**src/common/sd_link_settings.svh**
```systemverilog
`ifndef SD_LINK_SETTINGS_SVH
`define SD_LINK_SETTINGS_SVH

// ========================================
// Message link
// ========================================
`define SD_MSG_LEN          64      // Bits per host message
`define SD_RESP_LEN         64      // Bits per response
`define SD_TYPE_LEN         8       // Type field at the top of a message

// ========================================
// SD data-in path
// ========================================
`define SD_WORD_W           16
`define SD_BLOCK_WORDS      32      // 512-bit block
`define SD_CMD6_WORD_IDX    8       // Word carrying the CMD6 access mode
`define SD_FIFO_DEPTH       16      // Power of two

`endif

```
**src/common/sd_datin_pkg.sv**
```systemverilog
`include "sd_link_settings.svh"

package sd_datin_pkg;

    // Width that holds 0 up to a full FIFO
    localparam int FIFO_COUNT_W = $clog2(`SD_FIFO_DEPTH) + 1;

    typedef logic [`SD_WORD_W-1:0] datin_word_t;

    // Status as reported by DatInStatus
    typedef struct packed {
        logic                    overflow;      // Bit 10
        logic [FIFO_COUNT_W-1:0] fifo_count;    // Bits 9:5
        logic                    mode_valid;    // Bit 4
        logic [3:0]              access_mode;   // Bits 3:0
    } datin_status_t;

endpackage

```
**src/common/sd_msg_pkg.sv**
```systemverilog
`include "sd_link_settings.svh"

package sd_msg_pkg;

    localparam int MSG_ARG_LEN  = `SD_MSG_LEN - `SD_TYPE_LEN;
    localparam int MSG_RESP_BIT = `SD_TYPE_LEN - 1;    // Set for types that answer

    // Message types
    typedef enum logic [`SD_TYPE_LEN-1:0] {
        MSG_NOP          = 8'h00,
        MSG_LED_SET      = 8'h02,
        MSG_DATIN_RESET  = 8'h05,
        MSG_ECHO         = 8'h81,
        MSG_DATIN_STATUS = 8'h83,
        MSG_DATIN_READ   = 8'h84
    } msg_type_e;

    typedef struct packed {
        msg_type_e              msg_type;   // Top byte, first on the wire
        logic [MSG_ARG_LEN-1:0] arg;
    } msg_t;

    typedef logic [`SD_RESP_LEN-1:0] resp_t;

    // Echo answer layout
    typedef struct packed {
        logic [MSG_ARG_LEN-1:0] arg;
        logic [`SD_TYPE_LEN-1:0] zero;
    } resp_echo_t;

    // DatInRead answer layout
    typedef struct packed {
        logic [`SD_RESP_LEN-`SD_WORD_W-2:0] zero;
        logic                                empty;
        logic [`SD_WORD_W-1:0]               word;
    } resp_read_t;

endpackage

```
**src/hw/cmd_exec.sv**
```systemverilog
`timescale 1ns/10ps
`include "sd_link_settings.svh"

module cmd_exec
    import sd_msg_pkg::*;
    import sd_datin_pkg::*;
(
    input  logic          sd_datInWrite_clk,
    input  logic          sd_datInWrite_rst_,
    input  logic          msg_valid,
    input  msg_t          msg,
    input  datin_status_t status,
    input  datin_word_t   fifo_head,
    output logic          resp_start,
    output resp_t         resp,
    output logic          fifo_pop,
    output logic          datin_clear,
    output logic [3:0]    led,
    output logic          bad_cmd
);

    logic [`SD_TYPE_LEN-1:0] type_bits;
    logic                    type_known;
    logic                    fifo_empty;
    resp_echo_t              echo_d;
    resp_read_t              read_d;
    resp_t                   resp_d;

    assign type_bits  = msg.msg_type;
    assign fifo_empty = (status.fifo_count == '0);

    // ========================================
    // Decode and response build
    // ========================================
    always_comb begin
        echo_d.arg   = msg.arg;
        echo_d.zero  = '0;
        read_d.zero  = '0;
        read_d.empty = fifo_empty;
        read_d.word  = fifo_empty ? '0 : fifo_head;    // Word 0 when nothing queued
    end

    always_comb begin
        type_known = 1'b1;
        resp_d     = '0;
        case (msg.msg_type)
            MSG_NOP, MSG_LED_SET, MSG_DATIN_RESET: begin
            end
            MSG_ECHO:         resp_d = resp_t'(echo_d);
            MSG_DATIN_STATUS: resp_d[$bits(datin_status_t)-1:0] = status;
            MSG_DATIN_READ:   resp_d = resp_t'(read_d);
            default:          type_known = 1'b0;
        endcase
    end

    // ========================================
    // Registers and strobes
    // ========================================
    always_ff @(posedge sd_datInWrite_clk or negedge sd_datInWrite_rst_) begin
        if (!sd_datInWrite_rst_) begin
            resp_start  <= 1'b0;
            fifo_pop    <= 1'b0;
            datin_clear <= 1'b0;
            bad_cmd     <= 1'b0;
            led         <= '0;
        end else begin
            resp_start  <= 1'b0;
            fifo_pop    <= 1'b0;
            datin_clear <= 1'b0;
            bad_cmd     <= 1'b0;
            if (msg_valid) begin
                resp_start <= type_known && type_bits[MSG_RESP_BIT];
                bad_cmd    <= !type_known;
                if (msg.msg_type == MSG_LED_SET) begin
                    led <= msg.arg[3:0];
                end
                if (msg.msg_type == MSG_DATIN_RESET) begin
                    datin_clear <= 1'b1;
                end
                if (msg.msg_type == MSG_DATIN_READ) begin
                    fifo_pop <= !fifo_empty;    // Head already latched into resp
                end
            end
        end
    end

    always_ff @(posedge sd_datInWrite_clk) begin
        if (msg_valid) begin
            resp <= resp_d;
        end
    end

endmodule

```
**src/hw/datin/cmd6_capture.sv**
```systemverilog
`timescale 1ns/10ps
`include "sd_link_settings.svh"

module cmd6_capture
    import sd_datin_pkg::*;
(
    input  logic        sd_datInWrite_clk,
    input  logic        sd_datInWrite_rst_,
    input  logic        datin_valid,
    input  datin_word_t datin_word,
    input  logic        datin_clear,
    output logic [3:0]  access_mode,
    output logic        mode_valid
);

    localparam int CNT_W = $clog2(`SD_BLOCK_WORDS);

    logic [CNT_W-1:0] word_idx;     // Position within the current block
    logic             mode_word;

    assign mode_word = datin_valid && (word_idx == CNT_W'(`SD_CMD6_WORD_IDX));

    always_ff @(posedge sd_datInWrite_clk or negedge sd_datInWrite_rst_) begin
        if (!sd_datInWrite_rst_) begin
            word_idx    <= '0;
            access_mode <= '0;
            mode_valid  <= 1'b0;
        end else if (datin_clear) begin
            word_idx    <= '0;
            access_mode <= '0;
            mode_valid  <= 1'b0;
        end else begin
            if (datin_valid) begin
                word_idx <= word_idx + 1'b1;    // Wraps at the block boundary
            end
            if (mode_word) begin
                access_mode <= datin_word[11:8];
                mode_valid  <= 1'b1;
            end
        end
    end

endmodule

```
**src/hw/datin/datin_fifo.sv**
```systemverilog
`timescale 1ns/10ps
`include "sd_link_settings.svh"

module datin_fifo
    import sd_datin_pkg::*;
#(
    parameter int DEPTH = `SD_FIFO_DEPTH
) (
    input  logic        sd_datInWrite_clk,
    input  logic        sd_datInWrite_rst_,
    input  logic        push,
    input  datin_word_t wdata,
    input  logic        pop,
    input  logic        clear,
    output datin_word_t head,
    output logic [4:0]  count,
    output logic        empty,
    output logic        overflow
);

    localparam int AW = $clog2(DEPTH);

    datin_word_t   mem [DEPTH];
    logic [AW-1:0] wr_ptr;
    logic [AW-1:0] rd_ptr;
    logic          full;
    logic          do_push;
    logic          do_pop;

    assign empty   = (count == '0);
    assign full    = (count == 5'(DEPTH));
    assign do_push = push && !full && !clear;
    assign do_pop  = pop && !empty && !clear;
    assign head    = mem[rd_ptr];    // Show-ahead

    always_ff @(posedge sd_datInWrite_clk or negedge sd_datInWrite_rst_) begin
        if (!sd_datInWrite_rst_) begin
            wr_ptr   <= '0;
            rd_ptr   <= '0;
            count    <= '0;
            overflow <= 1'b0;
        end else if (clear) begin
            wr_ptr   <= '0;
            rd_ptr   <= '0;
            count    <= '0;
            overflow <= 1'b0;
        end else begin
            if (do_push) wr_ptr <= wr_ptr + 1'b1;
            if (do_pop) rd_ptr <= rd_ptr + 1'b1;
            if (push && full) overflow <= 1'b1;    // Word dropped
            case ({do_push, do_pop})
                2'b10:   count <= count + 1'b1;
                2'b01:   count <= count - 1'b1;
                default: count <= count;
            endcase
        end
    end

    always_ff @(posedge sd_datInWrite_clk) begin
        if (do_push) begin
            mem[wr_ptr] <= wdata;
        end
    end

    // The reader looks at the count a cycle before it pops
    assert property (@(posedge sd_datInWrite_clk) disable iff (!sd_datInWrite_rst_)
        pop |-> !empty);

endmodule

```
**src/hw/msg_rx.sv**
```systemverilog
`timescale 1ns/10ps
`include "sd_link_settings.svh"

module msg_rx
    import sd_msg_pkg::*;
(
    input  logic sd_datInWrite_clk,
    input  logic sd_datInWrite_rst_,
    input  logic msg_in,
    output logic msg_valid,
    output msg_t msg
);

    localparam int CNT_W = $clog2(`SD_MSG_LEN);

    typedef enum logic {
        RX_IDLE,
        RX_SHIFT
    } rx_state_e;

    rx_state_e              state;
    logic [CNT_W-1:0]       bit_cnt;    // Bits still to come, minus one
    logic [`SD_MSG_LEN-2:0] shift_q;
    logic                   last_bit;

    assign last_bit = (state == RX_SHIFT) && (bit_cnt == '0);

    // ========================================
    // Framing
    // ========================================
    always_ff @(posedge sd_datInWrite_clk or negedge sd_datInWrite_rst_) begin
        if (!sd_datInWrite_rst_) begin
            state     <= RX_IDLE;
            bit_cnt   <= '0;
            msg_valid <= 1'b0;
        end else begin
            msg_valid <= last_bit;
            case (state)
                RX_IDLE: begin
                    if (msg_in) begin   // Start bit
                        state   <= RX_SHIFT;
                        bit_cnt <= CNT_W'(`SD_MSG_LEN - 1);
                    end
                end
                RX_SHIFT: begin
                    bit_cnt <= bit_cnt - 1'b1;
                    if (bit_cnt == '0) begin
                        state <= RX_IDLE;
                    end
                end
                default: state <= RX_IDLE;
            endcase
        end
    end

    // MSB arrives first
    always_ff @(posedge sd_datInWrite_clk) begin
        if (state == RX_SHIFT) begin
            shift_q <= {shift_q[`SD_MSG_LEN-3:0], msg_in};
        end
        if (last_bit) begin
            msg <= msg_t'({shift_q, msg_in});
        end
    end

    // A start bit always separates two messages
    assert property (@(posedge sd_datInWrite_clk) disable iff (!sd_datInWrite_rst_)
        msg_valid |=> !msg_valid);

endmodule

```
**src/hw/resp_tx.sv**
```systemverilog
`timescale 1ns/10ps
`include "sd_link_settings.svh"

module resp_tx
    import sd_msg_pkg::*;
(
    input  logic  sd_datInWrite_clk,
    input  logic  sd_datInWrite_rst_,
    input  logic  resp_start,
    input  resp_t resp,
    output logic  resp_out,
    output logic  resp_oe
);

    localparam int CNT_W = $clog2(`SD_RESP_LEN);

    logic [CNT_W-1:0] bit_cnt;
    resp_t            shift_q;

    // Zeros shift in behind the data, so the line idles low
    assign resp_out = shift_q[`SD_RESP_LEN-1];

    always_ff @(posedge sd_datInWrite_clk or negedge sd_datInWrite_rst_) begin
        if (!sd_datInWrite_rst_) begin
            resp_oe <= 1'b0;
            bit_cnt <= '0;
            shift_q <= '0;
        end else if (resp_start) begin
            resp_oe <= 1'b1;
            bit_cnt <= CNT_W'(`SD_RESP_LEN - 1);
            shift_q <= resp;
        end else if (resp_oe) begin
            bit_cnt <= bit_cnt - 1'b1;
            shift_q <= shift_q << 1;
            if (bit_cnt == '0) begin
                resp_oe <= 1'b0;    // Last bit on the line
            end
        end
    end

    // Host waits for the previous response before sending again
    assert property (@(posedge sd_datInWrite_clk) disable iff (!sd_datInWrite_rst_)
        resp_start |-> !resp_oe);

endmodule

```
**src/hw/sd_link_top.sv**
```systemverilog
`timescale 1ns/10ps
`include "sd_link_settings.svh"

module sd_link_top
    import sd_msg_pkg::*;
    import sd_datin_pkg::*;
(
    input  logic        sd_datInWrite_clk,
    input  logic        sd_datInWrite_rst_,
    input  logic        msg_in,
    input  logic        datin_valid,
    input  datin_word_t datin_word,
    output logic        resp_out,
    output logic        resp_oe,
    output logic [3:0]  led,
    output logic        bad_cmd
);

    logic          msg_valid;
    msg_t          msg;
    logic          resp_start;
    resp_t         resp;
    logic          fifo_pop;
    logic          datin_clear;
    datin_word_t   fifo_head;
    logic [4:0]    fifo_count;
    logic          fifo_overflow;
    logic [3:0]    access_mode;
    logic          mode_valid;
    datin_status_t status;

    assign status.overflow    = fifo_overflow;
    assign status.fifo_count  = fifo_count;
    assign status.mode_valid  = mode_valid;
    assign status.access_mode = access_mode;

    // ========================================
    // Message side
    // ========================================
    msg_rx i_msg_rx (.sd_datInWrite_clk, .sd_datInWrite_rst_, .msg_in, .msg_valid, .msg);

    cmd_exec i_cmd_exec (
        .sd_datInWrite_clk, .sd_datInWrite_rst_,
        .msg_valid, .msg, .status, .fifo_head,
        .resp_start, .resp, .fifo_pop, .datin_clear, .led, .bad_cmd
    );

    resp_tx i_resp_tx (.sd_datInWrite_clk, .sd_datInWrite_rst_, .resp_start, .resp,
        .resp_out, .resp_oe);

    // ========================================
    // SD data-in side
    // ========================================
    cmd6_capture i_cmd6_capture (
        .sd_datInWrite_clk, .sd_datInWrite_rst_,
        .datin_valid, .datin_word, .datin_clear, .access_mode, .mode_valid
    );

    // Empty is derived from the status count inside cmd_exec
    datin_fifo #(.DEPTH(`SD_FIFO_DEPTH)) i_datin_fifo (
        .sd_datInWrite_clk, .sd_datInWrite_rst_,
        .push(datin_valid), .wdata(datin_word), .pop(fifo_pop), .clear(datin_clear),
        .head(fifo_head), .count(fifo_count), .empty(), .overflow(fifo_overflow)
    );

endmodule

```
**config.mk**
```make
export PLATFORM = sky130hd
export DESIGN_NAME = sd_link_top
export DESIGN_NICKNAME = d
export VERILOG_FILES = /design/src/common/sd_datin_pkg.sv /design/src/common/sd_msg_pkg.sv /design/src/hw/cmd_exec.sv /design/src/hw/datin/cmd6_capture.sv /design/src/hw/datin/datin_fifo.sv /design/src/hw/msg_rx.sv /design/src/hw/resp_tx.sv /design/src/hw/sd_link_top.sv
export VERILOG_INCLUDE_DIRS = /design/src /design/src/common
export SDC_FILE = /design/constraint.sdc
export NUM_CORES = 1
export LEC_CHECK = 0
export BUFFER_PORTS_ARGS = -buffer_cell sky130_fd_sc_hd__buf_2
export CORE_MARGIN = 2
export CORE_UTILIZATION = 45
export CTS_BUF_LIST = sky130_fd_sc_hd__clkbuf_8
export CTS_CLUSTER_DIAMETER = 50
export DETAILED_ROUTE_END_ITERATION = 8
export PLACE_DENSITY = 0.6
export REMOVE_ABC_BUFFERS = 1
export SLEW_MARGIN = 20
export SYNTH_ARGS = -nofsm -noshare
export SYNTH_HDL_FRONTEND = slang
export SYNTH_SLANG_ARGS = --single-unit
export TNS_END_PERCENT = 10
```
**constraint.sdc**
```tcl
create_clock -name sd_datInWrite_clk -period 9.2 [get_ports sd_datInWrite_clk]
set_input_delay 0.46 -clock sd_datInWrite_clk [delete_from_list [all_inputs] [get_ports sd_datInWrite_clk]]
set_output_delay 0.46 -clock sd_datInWrite_clk [all_outputs]
set_load 0.01 [all_outputs]
```
==> impl_metrics.py <==
metrics = {
    "place": {
        "io_buffer_count": 26,
        "place_inst": 1803,
        "gp_congestion": 0.728,
        "dp_hpwl_um": 22300,
    },
    "critical_path": {
        "crit_type": "flip-flop to flip-flop",
        "worstPathArrival_ns": 3.43,
        "regToRegSetupSlack_ns": 6.15,
        "path_buf_inv": 1,
        "crit_slowest_cell": "dfrtp_4",
        "rr_startpoint": "i_datin_fifo.rd_ptr[0]",
        "worstRegToRegCells": 5,
        "path_cells": "buf_4, mux4_2, mux2_2, a22oi_1, o21ai_0",
        "start_kind": "flip-flop",
        "crit_required_ns": 9.57,
        "slowest_delay_ns": 0.88,
        "cp_max_fo": 36,
        "cp-end-kind": "flip-flop",
        "cp_top_family": "multiplexers",
        "r2r-end": "i_cmd_exec.resp[0]",
    },
    "sta": {
        "rsz0062_at_grt": "no",
        "fmax_ghz": 0.327,
        "period_needed_ns": 3.05,
        "period_share": 0.332,
        "worst_slew_pin_slew_ns": 1.03,
        "relSlewSlack": 0.311,
        "skew_ns": 0.0328,
        "tns_ns": 0,
        "setup_viol": 0,
        "final-max-slew-violation-count": 0,
        "finalHoldViolCount": 0,
    },
    "status": {
        "violations": "design-rule violations",
        "outcome": "complete, but fails checks",
    },
    "final_layout": {
        "synthToLayoutAreaGrowth_pct": 12.7,
        "final_cell_mix": "447 x edfxtp_1, 104 x dfrtp_1, 103 x clkbuf_8",
        "regArea_um2": 16200,
        "mostFrequentLayoutCell": "edfxtp_1",
        "fill_cells": 3787,
        "multi_input_area_um2": 4850,
        "drive_gt1_frac": 0.203,
        "fin_nets": 1322,
        "stdcell_count": 1968,
    },
    "clock_network": {
        "cts.sinks": 558,
        "cts_tree": "done",
        "htreeDepth": 3,
        "clk_pin_slew_ns": 0.06,
        "post_cts_resized": 0,
        "cts_root_buf": "clkbuf_8",
        "cts.path.max_buffers": 3,
        "worstSkewPairLatency_ns": 0.68,
        "cts_buffers": 90,
    },
    "grt": {
        "grt_util_all_layers": 0.165,
        "grt_max_degree": 136,
        "grt_pass1_vias": 10803,
        "antenna_found_initial": 1,
        "grt_remaining_overflow": 0,
        "grt_pass1_wl_um": 62100,
    },
    "yosys": {
        "ys_async_sr_fraction": 0.199,
        "synth_cells": 1200,
        "netlist_area_um2": 21300,
        "ys_seq_elements": 558,
        "yosysTopAreaCell": "edfxtp_1",
        "ys_seq_area_frac": 0.759,
        "synthFlopType": "edfxtp_1",
        "synth-edff-count": 447,
        "ys.warnings.count": 0,
        "synthTopCellsByArea": "edfxtp_1 63%, dfrtp_1 13%, mux4_2 6.8%, mux2i_1 4.8%, o21ai_0 1.8%",
        "synth_top_area_frac": 0.629,
        "synth_cell_types": 51,
        "syn_area_per_cell_um2": 17.8,
    },
    "routing": {
        "top_layer_used": "met4",
        "initialDrtViolationCount": 848,
        "wl_met2_um": 18500,
        "drt-wirelength-per-cell_um": 19.7,
        "wl_um": 38800,
        "drc": 4,
        "wl_met1_um": 17400,
        "num_vias": 10211,
        "via_per_inst": 5.19,
        "ant_nets": 0,
        "dr_wl_met3_um": 2030,
        "firstDrtPassIters": 8,
    },
    "pwr": {
        "irDropWorstVdd_v": 0.000112,
        "power_density_nw_per_um2": 242,
        "swShare": 0.244,
        "p_leak_nw": 8.24,
        "pwr-share-seq": 0.575,
        "intPower_mw": 4.40,
        "p_switching_mw": 1.42,
        "finalPower_mw": 5.83,
        "power_frac_comb": 0.068,
        "power_frac_clock": 0.357,
    },
    "run": {
        "maxCapViolCount": 0,
    },
    "die": {
        "fp.dieH_um": 222,
        "fp.coreArea_um2": 46700,
        "dieArea_um2": 49200,
        "io_pins": 27,
        "placementRows": 79,
        "start_util": 0.457,
        "die_w_um": 222,
    },
    "worst_hold_path": {
        "min_from": "msg_in",
        "min_path_cells": 1,
        "hold_path_end": "i_msg_rx.msg[0]",
        "hp-class": "input pin to flip-flop",
    },
}
## cells by family after synthesis
group	count (synthesis)	synth area share
simple gates	244	0.0573
flops	558	0.759
xor+xnor	23	0.00944
buf+inv	73	0.0151
compound gates	114	0.0314
mux	176	0.121
fa+ha+maj	12	0.00703
## power by group through the flow
stage	Clock [mW]	Combinational [mW]	Sequential [mW]
finish	2.08	0.397	3.35
global route	2.26	0.447	3.39
CTS	2.15	0.405	3.35
detailed placement	0	0.406	3.40
global placement	0	0.394	3.39
floorplan	0	0.247	3.34
## registers in the layout, indices dropped and copies added, names as in the netlist, 4 cells and up
signal                      count
i_datin_fifo.mem              256
i_cmd_exec.resp                64
i_msg_rx.msg                   64
i_resp_tx.shift_q              64
i_msg_rx.shift_q               63
i_msg_rx.bit_cnt                6
i_resp_tx.bit_cnt               6
i_cmd6_capture.word_idx         5
i_datin_fifo.count              5
i_cmd6_capture.access_mode      4
i_cmd_exec.led                  4
i_datin_fifo.rd_ptr             4
i_datin_fifo.wr_ptr             4
## cell usage after synthesis, drive strengths merged (11+ instances only)
library cell,number
xor2,16
nor3,14
edfxtp,447
mux4,64
clkbuf,37
dfrtp,111
and2,48
a21oi,14
ha,12
mux2i,103
inv,11
o21ai,76
nand2,86
nor2,51
buf,25
## worst register-to-register path, stage by stage (launching register included)
cell     delay [ns]
dfrtp_4        0.88
buf_4          0.68
mux4_2         0.62
mux2_2         0.30
a22oi_1        0.19
o21ai_0        0.11
## layer usage
layer | vias to the layer above | track usage
li1 | 4773 | -
met1 | 5131 | 0.225
met2 | 235 | 0.259
met3 | 72 | 0.0374
met4 | 0 | 0.0641
met5 | - | 0
## worst max path at each step
stage / startpoint / end / slack, ns / depth (start not counted)
after floorplan: i_msg_rx.state / i_msg_rx.msg_valid / -0.15 / 1
after global placement: i_datin_fifo.rd_ptr[0] / i_cmd_exec.resp[0] / 6.10 / 5
after detailed placement: i_datin_fifo.rd_ptr[0] / i_cmd_exec.resp[0] / 6.06 / 5
after CTS: i_datin_fifo.rd_ptr[0] / i_cmd_exec.resp[0] / 6.05 / 5
after global routing: i_datin_fifo.rd_ptr[0] / i_cmd_exec.resp[0] / 5.92 / 5
final: i_datin_fifo.rd_ptr[0] / i_cmd_exec.resp[0] / 6.15 / 5
## metrics by stage
stage	utilization	instance area (um2)	hold slack (ns)	worst slack [ns]
floorplan	-	21100	0.164	-0.150
global placement	0.477	22200	0.414	6.10
detailed placement	0.477	22200	0.415	6.06
CTS	0.515	24000	0.0762	6.05
global route	0.516	24100	0.109	5.92
finish	0.516	24100	0.120	6.15
## final cells by class
cell class                 instances  share of cell area
sequential                       558               0.674
clock buffer                     103              0.0589
timing repair buffer              60              0.0171
inverter                          11             0.00172
multi-input combinational        569               0.202
tap                              607              0.0316
clock inverter                    59              0.0149
antenna                            1            0.000104
## repair_timing
item	4_1_cts	5_1_grt
buffers inserted	0	0
hold endpoints to repair	54	0
hold buffers	1	0
(Power assumes the default switching activity.)
